$ cat config.mk
export PLATFORM = sky130hd
export DESIGN_NAME = save_ctrl
export DESIGN_NICKNAME = d
export VERILOG_FILES = /design/src/common/cnn_pkg.sv /design/src/hw/save_ctrl.sv
export SDC_FILE = /design/constraint.sdc
export NUM_CORES = 1
export LEC_CHECK = 0
export ABC_CLOCK_PERIOD_IN_PS = 3240
export BUFFER_PORTS_ARGS = -buffer_cell sky130_fd_sc_hd__buf_2
export CAP_MARGIN = 10
export CORE_MARGIN = 4
export CORE_UTILIZATION = 60
export CTS_BUF_LIST = sky130_fd_sc_hd__clkbuf_8
export DETAILED_ROUTE_END_ITERATION = 16
export PLACE_DENSITY = 0.95
export REMOVE_ABC_BUFFERS = 1
export SLEW_MARGIN = 20
export SYNTH_ARGS = -nofsm -noshare
export SYNTH_HDL_FRONTEND = slang
export SYNTH_SLANG_ARGS = --single-unit
$ cat constraint.sdc
create_clock -name clk -period 3.24 [get_ports clk]
set_input_delay 0.324 -clock clk [delete_from_list [all_inputs] [get_ports clk]]
set_output_delay 0.324 -clock clk [all_outputs]
set_load 0.03 [all_outputs]
$ cat src/common/cnn_pkg.sv
`default_nettype none

package cnn_pkg;

	// kernel geometry
	localparam int KERNEL = 3;
	localparam int TAPS = KERNEL * KERNEL;

	typedef logic signed [7:0] pixel_t;
	typedef logic signed [7:0] weight_t;
	typedef logic signed [15:0] bias_t;

	// channel result truncated to 16 bits
	typedef logic signed [15:0] acc_t;

	// row or col index and coefficient address
	typedef logic [7:0] coord_t;

	// [row][col] with row 0 the oldest and col 0 the leftmost
	typedef pixel_t [KERNEL-1:0][KERNEL-1:0] window_t;

endpackage

`default_nettype wire

$ cat src/hw/save_ctrl.sv
`timescale 1ns/1ps
`default_nettype none

module save_ctrl #(
	parameter int IMG_W = 8,
	parameter int IMG_H = 6
) (
	input logic clk,
	input logic rst,
	input logic pixel_store_done,
	output logic read_pixel,
	output cnn_pkg::coord_t read_row_addr,
	output cnn_pkg::coord_t read_col_addr,
	output logic save_enable,
	output cnn_pkg::coord_t output_row,
	output cnn_pkg::coord_t output_col,
	output logic calculation_done
);
	import cnn_pkg::*;

	typedef enum logic [1:0] {
		IDLE,
		STREAM,
		DRAIN
	} state_t;

	state_t state;
	coord_t row_cnt;
	coord_t col_cnt;
	logic last_read;

	// read coordinates in flight
	logic s1_valid;
	logic s2_valid;
	coord_t s1_row;
	coord_t s1_col;
	coord_t s2_row;
	coord_t s2_col;
	logic s2_last;

	assign read_pixel = (state == STREAM);
	assign read_row_addr = row_cnt;
	assign read_col_addr = col_cnt;
	assign last_read = (row_cnt == coord_t'(IMG_H - 1)) && (col_cnt == coord_t'(IMG_W - 1));

	always_ff @(posedge clk or posedge rst)
	begin
		if (rst)
		begin
			state <= IDLE;
			row_cnt <= '0;
			col_cnt <= '0;
		end
		else
		begin
			case (state)
				IDLE:
				begin
					row_cnt <= '0;
					col_cnt <= '0;
					if (pixel_store_done)
					begin
						state <= STREAM;
					end
				end
				STREAM:
				begin
					if (last_read)
					begin
						state <= DRAIN;
						row_cnt <= '0;
						col_cnt <= '0;
					end
					else if (col_cnt == coord_t'(IMG_W - 1))
					begin
						col_cnt <= '0;
						row_cnt <= row_cnt + 1'b1;
					end
					else
					begin
						col_cnt <= col_cnt + 1'b1;
					end
				end
				DRAIN:
				begin
					// wait for the last pixel to reach the window
					if (s2_last)
					begin
						state <= IDLE;
					end
				end
				default:
				begin
					state <= IDLE;
				end
			endcase
		end
	end

	always_ff @(posedge clk or posedge rst)
	begin
		if (rst)
		begin
			s1_valid <= 1'b0;
			s2_valid <= 1'b0;
			calculation_done <= 1'b0;
		end
		else
		begin
			s1_valid <= read_pixel;
			s2_valid <= s1_valid;
			calculation_done <= s2_last;
		end
	end

	always_ff @(posedge clk)
	begin
		s1_row <= row_cnt;
		s1_col <= col_cnt;
		s2_row <= s1_row;
		s2_col <= s1_col;
	end

	assign s2_last = s2_valid && (s2_row == coord_t'(IMG_H - 1))
		&& (s2_col == coord_t'(IMG_W - 1));

	// window is complete once the newest pixel is at row 2, col 2 or beyond
	assign save_enable = s2_valid && (s2_row >= coord_t'(KERNEL - 1))
		&& (s2_col >= coord_t'(KERNEL - 1));
	assign output_row = s2_row - coord_t'(KERNEL - 1);
	assign output_col = s2_col - coord_t'(KERNEL - 1);

endmodule

`default_nettype wire

==> results of run 1 <==
[cells by family (layout without fill, tap and decap cells)]
logic type	Yosys count	count (layout)
compound gates	29	29
xor+xnor	12	12
fa+ha+maj	5	5
buf+inv	16	56
flops	53	53
mux	3	3
simple gates	63	63
[power by group through the flow]
stage,Sequential [uW],Combinational (uW),Clock (uW)
final,991,1050,431
after global routing,1020,1130,467
after CTS,989,1060,439
after detailed placement,1000,1050,0
after global placement,989,1020,0
after floorplan,1090,654,0
[through the flow]
step           power (uW)  cell area, um^2  utilization [%]
5_1_grt              2610             2330             74.4
4_1_cts              2480             2330             74.4
3_5_place_dp         2050             2210             70.8
3_3_place_gp         2010             2210             70.8
6_report             2470             2330             74.4
2_1_floorplan        1750             1970                -
[cells in the final DEF (no fill, tap or decap), types with 2 or more instances in the layout]
master / Yosys / layout
dfrtp_1: 21 / 21
o21ai_0: 8 / 8
inv_1: 11 / 12
or4_1: 2 / 2
nor2_1: 7 / 7
mux2i_1: 2 / 2
nor4_1: 2 / 2
a22o_1: 3 / 3
o21ai_1: 2 / 2
buf_2: 0 / 37
nor3_1: 4 / 4
clkbuf_8: 0 / 5
nand3_1: 12 / 12
nand3b_1: 2 / 2
a21oi_2: 2 / 2
ha_1: 5 / 5
a21oi_1: 6 / 6
xor2_1: 6 / 6
nand4_1: 5 / 5
nand2_1: 11 / 11
xnor2_1: 6 / 6
or3_1: 4 / 4
dfxtp_1: 32 / 32
[state kept, by name, summed over array words and instances (netlist names), 2 cells and up]
| register | cells |
|---|---|
| read_col_addr | 8 |
| read_row_addr | 8 |
| s1_col | 8 |
| s1_row | 8 |
| s2_col | 8 |
| s2_row | 8 |
| state | 2 |
[final cells by class]
| class | count | area, um^2 | share of cell area [%] |
|---|---|---|---|
| Clock buffer | 5 | 68.8 | 2.96 |
| Timing Repair Buffer | 37 | 185 | 7.96 |
| Inverter | 11 | 41.3 | 1.78 |
| Multi-Input combinational cell | 112 | 767 | 33.0 |
| Tap cell | 44 | 55.1 | 2.37 |
| Sequential cell | 53 | 1170 | 50.1 |
| Clock inverter | 3 | 42.5 | 1.83 |
[layer usage]
metal	track usage, %	vias up	routed length [um]	share of wire (%)
li1	-	720	-	-
met1	22.2	704	1600	42
met2	32.5	61	1920	50
met3	5.95	6	273	7.1
met4	9.90	0	34	0.89
met5	0	-	0	0
[path summary, 6_finish.rpt]
path                       cells after the start        startpoint          endpoint
max                                            4         s2_col[6]       save_enable
min                                            2               rst  read_row_addr[2]
max reg2reg                                    6  read_row_addr[1]  read_row_addr[6]
min reg2reg                                    0         s1_col[4]         s2_col[4]
max in group asynchronous                      2               rst  calculation_done
min in group clk                               3  pixel_store_done          state[0]
==> results.sh, run 1 <==
export IMPL_status="complete, no violations"
export IMPL_post_cts_buffers=0
export IMPL_ys_warn_count=0
export IMPL_ys_top_cells_by_area="dfxtp_1, dfrtp_1, ha_1, nand3_1, xnor2_1"
export IMPL_cts_hold_buffers=0
export IMPL_htree_levels=2
export IMPL_fin_crit_ns=2.01
export IMPL_netlist_top_cell_by_area="dfxtp_1"
export IMPL_p_per_area_nw_per_um2=1060
export IMPL_drc=0
export IMPL_skew_ns=0.00390
export IMPL_cts_tree="done"
export IMPL_cts_root_buf="clkbuf_8"
export IMPL_syn_to_final_growth_pct=15.4
export IMPL_synth_ff_type="dfxtp_1"
export IMPL_fp_row_count=20
export IMPL_critPathBufInv=1
export IMPL_die_h_um=66.0
export IMPL_hold_viol=0
export IMPL_die_w_um=66.0
export IMPL_place_inst=257
export IMPL_io_pins=38
export IMPL_clkSinkCount=53
export IMPL_clock_latency_ns=0.30
export IMPL_antenna_found_initial=0
export IMPL_syn_area_um2=2020
export IMPL_synth_common_cells="dfxtp_1, dfrtp_1, nand3_1, inv_1, nand2_1"
export IMPL_p_clk_share_pct=17.5
export IMPL_die_area_um2=4350
export IMPL_maxSlewViolCount=0
export IMPL_max_vdd_ir_drop_v=0.000450
export IMPL_grt_pass1_vias=1417
export IMPL_maxCapViolations=0
export IMPL_routabilityCongestion=0.787
export IMPL_hpwl_um=2820
export IMPL_drtIter0Drc=54
export IMPL_setup_viol=0
export IMPL_numPortBuffers=37
export IMPL_tightestPinTransition_ns=0.805
export IMPL_numCtsBuffers=5
export IMPL_via_count=1491
export IMPL_synthSimpleGateAreaFrac_pct=18.8
export IMPL_n_fill_cell=199
export IMPL_clk_path_buf_depth=2
export IMPL_async_flop_share_pct=39.6
export IMPL_synth_top_family_by_area="simple AND/OR/NAND/NOR gates"
export IMPL_p_leak_uw=0.00106
export IMPL_worst_endpoint_arrival_ns=1.68
export IMPL_avgSynthCellArea_um2=11.1
export IMPL_detail_route_antenna_nets=0
export IMPL_core_um2=3130
export IMPL_clkSlewWorstSetupHoldPaths_ns=0.09
export IMPL_layout_cells_non_filler=265
export IMPL_fin_nets=228
export IMPL_rsz0062_at_grt="no"
export IMPL_overflow=0
export IMPL_seq_power_share_pct=40.1
export IMPL_worst_slack_ns=1.23
export IMPL_yosysUniqueCellTypes=47
export IMPL_worst_setup_path_start_kind="flop"
export IMPL_fin_crit_sh_pct=61.9
export IMPL_switching_share_pct=43.7
export IMPL_synth_xor_xnor_area_share_pct=5.21
export IMPL_slowest_stage="or4_1"
export IMPL_synth_seq_area_share_pct=57.9
export IMPL_n_antenna_cell=0
export IMPL_synth_mux_area_share_pct=1.55
export IMPL_yosysMostFrequentCell="dfxtp_1"
export IMPL_netlist_instances=181
export IMPL_internal_power_uw=1390
export IMPL_yosys_area_share_adder_pct=3.10
export IMPL_cpPeakStageDelay_ns=0.57
export IMPL_grt_total_usage_pct=19.4
export IMPL_whs_ns=0.161
export IMPL_synth_edf_count=0
export IMPL_fin_setup_tns_ns=0
export IMPL_end_kind="output port"
export IMPL_wl_um=3830
export IMPL_max_freq_mhz=499
export IMPL_p_sw_uw=1080
export IMPL_power_frac_comb_pct=42.4
export IMPL_drive_gt1_share_pct=24.9
export IMPL_required_ns=2.92
export IMPL_dr_pass1_iters=5
export IMPL_crit_family="simple AND/OR/NAND/NOR gates"
export IMPL_r2r_slack_ns=1.30
export IMPL_initial_core_util_pct=64.4
export IMPL_synth_compound_area_share_pct=9.37
export IMPL_cts_resized=0
export IMPL_hold_path_class="in -> async"
export IMPL_synth_top_area_share_pct=31.8
export IMPL_maxSlewHeadroom_pct=46.3
export IMPL_wl_per_cell_um=14.5
export IMPL_synth_seq_cells=53
export IMPL_path_class="reg -> out"
export IMPL_vias_per_cell=5.63
export IMPL_dp_slack_ns=1.35
export IMPL_grt_first_pass_wirelength_um=6330
export IMPL_crit_chain="or4_1 > o21ai_0 > a31oi_1 > buf_2"
export IMPL_grt_start_max_net_pins=22
export IMPL_cp_max_fo=3
Note: power is estimated with default switching activity, not from simulation.
==> inputs of run 2 (changes only) <==
--- a/config.mk
+++ b/config.mk
@@ -5,14 +5,15 @@
 export SDC_FILE = /design/constraint.sdc
 export NUM_CORES = 1
 export LEC_CHECK = 0
-export ABC_CLOCK_PERIOD_IN_PS = 3240
+export ABC_AREA = 1
+export ABC_CLOCK_PERIOD_IN_PS = 1900
 export BUFFER_PORTS_ARGS = -buffer_cell sky130_fd_sc_hd__buf_2
 export CAP_MARGIN = 10
 export CORE_MARGIN = 4
-export CORE_UTILIZATION = 60
+export CORE_UTILIZATION = 57
 export CTS_BUF_LIST = sky130_fd_sc_hd__clkbuf_8
 export DETAILED_ROUTE_END_ITERATION = 16
-export PLACE_DENSITY = 0.95
+export PLACE_DENSITY = 0.92
 export REMOVE_ABC_BUFFERS = 1
 export SLEW_MARGIN = 20
 export SYNTH_ARGS = -nofsm -noshare
==> constraint.sdc (replaced) <==
create_clock -name clk -period 1.9 [get_ports clk]
set_input_delay 0.19 -clock clk [delete_from_list [all_inputs] [get_ports clk]]
set_output_delay 0.19 -clock clk [all_outputs]
set_load 0.03 [all_outputs]
==> results.sh, run 2 <==
export IMPL_post_cts_buffers=0
export IMPL_clkSinkCount=53
export IMPL_drc=0
export IMPL_fp_row_count=21
export IMPL_yosysUniqueCellTypes=30
export IMPL_worst_setup_path_start_kind="flop"
export IMPL_dr_pass1_iters=4
export IMPL_end_kind="output port"
export IMPL_p_per_area_nw_per_um2=725
export IMPL_grt_pass1_vias=1477
export IMPL_tightestPinTransition_ns=0.324
export IMPL_initial_core_util_pct=60.7
export IMPL_drtIter0Drc=66
export IMPL_clk_path_buf_depth=2
export IMPL_hold_depth=3
export IMPL_clock_latency_ns=0.30
export IMPL_fin_setup_tns_ns=0
export IMPL_worst_endpoint_arrival_ns=1.56
export IMPL_reg2reg_from="read_col_addr[0]"
export IMPL_syn_area_um2=2090
export IMPL_ys_top_cells_by_area="dfxtp_1, dfrtp_1, nand2_1, nand3_1, inv_1"
export IMPL_grt_start_max_net_pins=22
export IMPL_maxSlewHeadroom_pct=78.2
export IMPL_skew_ns=0.00766
export IMPL_worst_r2r_cell_count=6
export IMPL_detail_route_antenna_nets=0
export IMPL_ys_warn_count=0
export IMPL_cts_tree="done"
export IMPL_cp_max_fo=5
export IMPL_max_vdd_ir_drop_v=0.000455
export IMPL_grt_first_pass_wirelength_um=6600
export IMPL_netlist_instances=232
export IMPL_drive_gt1_share_pct=20.1
export IMPL_n_fill_cell=262
export IMPL_hpwl_um=3010
export IMPL_maxSlewViolCount=0
export IMPL_path_class="reg -> out"
export IMPL_numPortBuffers=37
export IMPL_vias_per_cell=5.10
export IMPL_numCtsBuffers=5
export IMPL_die_w_um=68.5
export IMPL_cts_resized=0
export IMPL_max_freq_mhz=573
export IMPL_clkSlewWorstSetupHoldPaths_ns=0.09
export IMPL_maxCapViolations=0
export IMPL_synth_seq_area_share_pct=55.8
export IMPL_antenna_found_initial=0
export IMPL_whs_endpoint="state[0]"
export IMPL_reg2reg_to="read_row_addr[0]"
export IMPL_yosysMostFrequentCell="nand2_1"
export IMPL_grt_total_usage_pct=19.6
export IMPL_r2r_slack_ns=0.34
export IMPL_core_um2=3440
export IMPL_synth_common_cells="nand2_1, dfxtp_1, inv_1, dfrtp_1, nand3_1"
export IMPL_synth_ff_type="dfxtp_1"
export IMPL_fin_crit_sh_pct=91.9
export IMPL_htree_levels=2
export IMPL_netlist_top_cell_by_area="dfxtp_1"
export IMPL_syn_to_final_growth_pct=14.9
export IMPL_hold_viol=0
export IMPL_io_pins=38
export IMPL_die_h_um=68.5
export IMPL_p_leak_uw=0.00131
export IMPL_fin_nets=281
export IMPL_async_flop_share_pct=39.6
export IMPL_wl_um=4090
export IMPL_overflow=0
export IMPL_die_area_um2=4700
export IMPL_cts_root_buf="clkbuf_8"
export IMPL_n_antenna_cell=0
export IMPL_total_power_uw=1740
export IMPL_status="complete, no violations"
export IMPL_final_common_cell="nand2_1"
export IMPL_routabilityCongestion=0.858
export IMPL_avgSynthCellArea_um2=9.01
export IMPL_synth_seq_cells=53
export IMPL_cts_hold_buffers=1
export IMPL_wl_per_cell_um=12.8
export IMPL_setup_viol=0
export IMPL_synth_top_area_share_pct=30.7
export IMPL_required_ns=1.71
export IMPL_via_count=1631
export IMPL_synth_edf_count=0
export IMPL_final_cell_mix="nand2_1, buf_2, dfxtp_1, inv_1"
export IMPL_fin_crit_ns=1.75
export IMPL_hold_path_class="in -> reg"
export IMPL_worstHoldStart="pixel_store_done"
export IMPL_rsz0062_at_grt="no"
==> run 2: changes by cell type in the layout (fill, tap and decap cells not counted), moves of 4 or more <==
cell     previous run  this run
a21oi_1             6         1
inv_1              12        26
nand2_1            11        49
nand3_1            12        21
nor2_1              7        20
or3_1               4         0
==> run 2: worst max path at each step <==
stage	cells past startpoint	startpoint	to	slack, ns
after global routing	6	s2_col[2]	output_col[7]	0.01
after CTS	6	s2_row[1]	output_row[7]	0.15
after global placement	6	state[1]	read_row_addr[5]	0.47
after detailed placement	6	read_col_addr[0]	read_row_addr[0]	0.43
final	6	s2_row[1]	output_row[7]	0.15
after floorplan	5	s2_row[1]	output_row[7]	0.18
==> run 2: stage by stage <==
stage | area (um^2) | setup WS, ns | hold WS, ns | std cells | utilization (%)
floorplan | 2050 | 0.177 | 0.167 | 227 | -
global placement | 2300 | 0.472 | 0.232 | 311 | 66.8
detailed placement | 2300 | 0.428 | 0.233 | 311 | 66.8
CTS | 2400 | 0.150 | 0.115 | 320 | 69.7
global route | 2400 | 0.0123 | 0.123 | 320 | 69.7
finish | 2400 | 0.153 | 0.121 | 320 | 69.7
==> run 2: power by group <==
group	internal, uW	switching [uW]	leakage [uW]
Sequential	1120	0	0.000544
Combinational	4.32	10.2	0.000712
Clock	262	347	0.0000489
Total	1380	358	0.00131
==> run 2: final cells by class <==
cell class,instances,area (um^2),area share (%)
Sequential cell,53,1170,48.6
Multi-Input combinational cell,145,776,32.3
Timing Repair Buffer,39,203,8.45
Inverter,29,109,4.54
Clock buffer,5,68.8,2.87
Tap cell,46,57.6,2.40
Clock inverter,3,20.0,0.834
==> run 2: critical path, stage by stage (launching register included) <==
cell and delay, ns:
dfxtp_1 0.30, inv_1 0.12, ha_1 0.20, nand2_1 0.10, nor3_1 0.18, xor2_1 0.15, buf_2 0.21
==> run 2: layer usage <==
layer | up-vias | GRT usage (%) | wire length [um]
met5 | - | 0 | 0
met4 | 0 | 11.7 | 114
met3 | 14 | 3.57 | 292
met2 | 72 | 33.5 | 2010
met1 | 725 | 22.8 | 1670
li1 | 820 | - | -
==> run 2: cells by family (layout without fill, tap and decap cells) <==
logic type / after synthesis / in the layout / share of synthesized area (%)
adder cells (fa/ha/maj): 5 / 5 / 2.99
flip-flops: 53 / 53 / 55.8
AO/OA/AOI/OAI: 20 / 20 / 6.05
AND/OR/NAND/NOR: 107 / 107 / 22.6
buffers and inverters: 34 / 76 / 7.07
XOR/XNOR: 13 / 13 / 5.45
==> inputs of run 3 (changes only) <==
--- a/config.mk
+++ b/config.mk
@@ -7,7 +7,7 @@
 export LEC_CHECK = 0
 export ABC_AREA = 1
 export ABC_CLOCK_PERIOD_IN_PS = 1900
-export BUFFER_PORTS_ARGS = -buffer_cell sky130_fd_sc_hd__buf_2
+export BUFFER_PORTS_ARGS = -buffer_cell sky130_fd_sc_hd__buf_4
 export CAP_MARGIN = 10
 export CORE_MARGIN = 4
 export CORE_UTILIZATION = 57
==> results.sh, run 3 (synthesized netlist as in run 2, its figures left out) <==
export IMPL_status="complete, no violations"
export IMPL_setup_viol=0
export IMPL_p_leak_uw=0.00132
export IMPL_drtIter0Drc=58
export IMPL_layout_cells_non_filler=320
export IMPL_overflow=0
export IMPL_rsz0062_at_grt="no"
export IMPL_whs_ns=0.129
export IMPL_hold_depth=3
export IMPL_routabilityCongestion=0.825
export IMPL_p_clk_share_pct=39.0
export IMPL_highest_layer="met4"
export IMPL_grt_start_max_net_pins=22
export IMPL_drive_gt1_share_pct=19.7
export IMPL_clock_latency_ns=0.30
export IMPL_power_frac_comb_pct=0.8
export IMPL_cts_resized=0
export IMPL_dr_pass1_iters=4
export IMPL_maxSlewHeadroom_pct=78.2
export IMPL_worst_endpoint_arrival_ns=1.61
export IMPL_fin_setup_tns_ns=0
export IMPL_hold_path_class="in -> reg"
export IMPL_numPortBuffers=37
export IMPL_die_w_um=68.5
export IMPL_switching_share_pct=18.5
export IMPL_met1_length_um=1690
export IMPL_die_area_um2=4700
export IMPL_fin_crit_sh_pct=94.8
export IMPL_wl_um=4010
export IMPL_hpwl_um=3010
export IMPL_initial_core_util_pct=60.7
export IMPL_cts_root_buf="clkbuf_8"
export IMPL_max_vdd_ir_drop_v=0.000785
export IMPL_vias_per_cell=5.04
export IMPL_skew_ns=0.00518
export IMPL_clkSinkCount=53
export IMPL_p_per_area_nw_per_um2=738
export IMPL_cp_max_fo=5
export IMPL_n_fill_cell=266
export IMPL_via_count=1612
export IMPL_final_cell_mix="nand2_1, buf_4, dfxtp_1, inv_1"
export IMPL_slowest_stage="dfxtp_1"
export IMPL_required_ns=1.71
export IMPL_worst_setup_path_start_kind="flop"
export IMPL_crit_chain="inv_1 > ha_1 > nand2_1 > nor3_1 > xor2_1 > buf_4"
export IMPL_seq_power_share_pct=60.2
export IMPL_wl_met2_um=2050
export IMPL_route_met3_wl_um=220
export IMPL_path_class="reg -> out"
export IMPL_place_inst=311
export IMPL_internal_power_uw=1510
export IMPL_r2r_slack_ns=0.40
export IMPL_cts_tree="done"
export IMPL_n_antenna_cell=0
export IMPL_clk_path_buf_depth=2
export IMPL_die_h_um=68.5
export IMPL_wl_per_cell_um=12.5
export IMPL_p_sw_uw=344
export IMPL_grt_first_pass_wirelength_um=6510
export IMPL_syn_to_final_growth_pct=20.4
export IMPL_grt_total_usage_pct=19.2
export IMPL_io_pins=38
export IMPL_grt_pass1_vias=1496
export IMPL_detail_route_antenna_nets=0
export IMPL_antenna_found_initial=0
export IMPL_maxCapViolations=0
export IMPL_max_freq_mhz=555
export IMPL_fp_row_count=21
export IMPL_end_kind="output port"
export IMPL_clkSlewWorstSetupHoldPaths_ns=0.09
export IMPL_htree_levels=2
export IMPL_maxSlewViolCount=0
export IMPL_tightestPinTransition_ns=0.327
export IMPL_final_common_cell="nand2_1"
export IMPL_hold_viol=0
export IMPL_worst_r2r_cell_count=6
export IMPL_numCtsBuffers=5
export IMPL_drc=0
export IMPL_fin_crit_ns=1.80
export IMPL_cpPeakStageDelay_ns=0.31
export IMPL_core_um2=3440
export IMPL_fin_nets=281
==> run 3: final timing paths <==
kind                                   from                to
hold reg to reg                   s1_col[5]         s2_col[5]
max in group asynchronous               rst  read_row_addr[0]
setup / recovery                  s2_row[1]     output_row[7]
hold / removal             pixel_store_done          state[0]
min in group asynchronous               rst  read_row_addr[5]
setup reg to reg           read_col_addr[0]  read_row_addr[3]
==> run 3: cell type report <==
| cell class | count | area (um^2) | area share (%) |
|---|---|---|---|
| multi-input combinational | 145 | 776 | 30.8 |
| timing repair buffer | 39 | 295 | 11.7 |
| clock buffer | 5 | 68.8 | 2.74 |
| clock inverter | 3 | 42.5 | 1.69 |
| tap | 46 | 57.6 | 2.29 |
| inverter | 29 | 109 | 4.33 |
| sequential | 53 | 1170 | 46.4 |
==> run 3: per-layer routing <==
layer / global-route usage [%] / vias up
met1: 22.3 / 741
li1: - / 827
met3: 5.19 / 6
met5: 0 / -
met2: 33.5 / 38
met4: 7.20 / 0
==> run 3: repair_timing <==
item,CTS,global route
endpoints found under the hold margin,21,0
setup buffers,0,0
hold buffers,1,0
==> run 3: per-stage QoR <==
| stage | power (uW) | instance area, um^2 | utilization, % | setup WS (ns) |
|---|---|---|---|---|
| finish | 1860 | 2510 | 73.1 | 0.0990 |
| global route | 1920 | 2510 | 73.1 | 0.00863 |
| CTS | 1870 | 2510 | 73.1 | 0.0914 |
| detailed placement | 1160 | 2390 | 69.5 | 0.428 |
| global placement | 1160 | 2390 | 69.5 | 0.500 |
| floorplan | 1150 | 2050 | - | 0.177 |
==> run 3: critical path, delay by kind of cell (launching register included) <==
kind          cells  cell delay, ns
buf+inv           2            0.32
flops             1            0.31
simple gates      2            0.30
fa+ha+maj         1            0.21
xor+xnor          1            0.17
==> run 3: power by group through the flow <==
stage / combinational [uW] / clock, uW / sequential [uW]
final: 14.8 / 724 / 1120
after floorplan: 6.68 / 0 / 1140
after detailed placement: 13.9 / 0 / 1140
after global placement: 13.9 / 0 / 1140
after CTS: 15.7 / 736 / 1120
after global routing: 17.7 / 781 / 1120
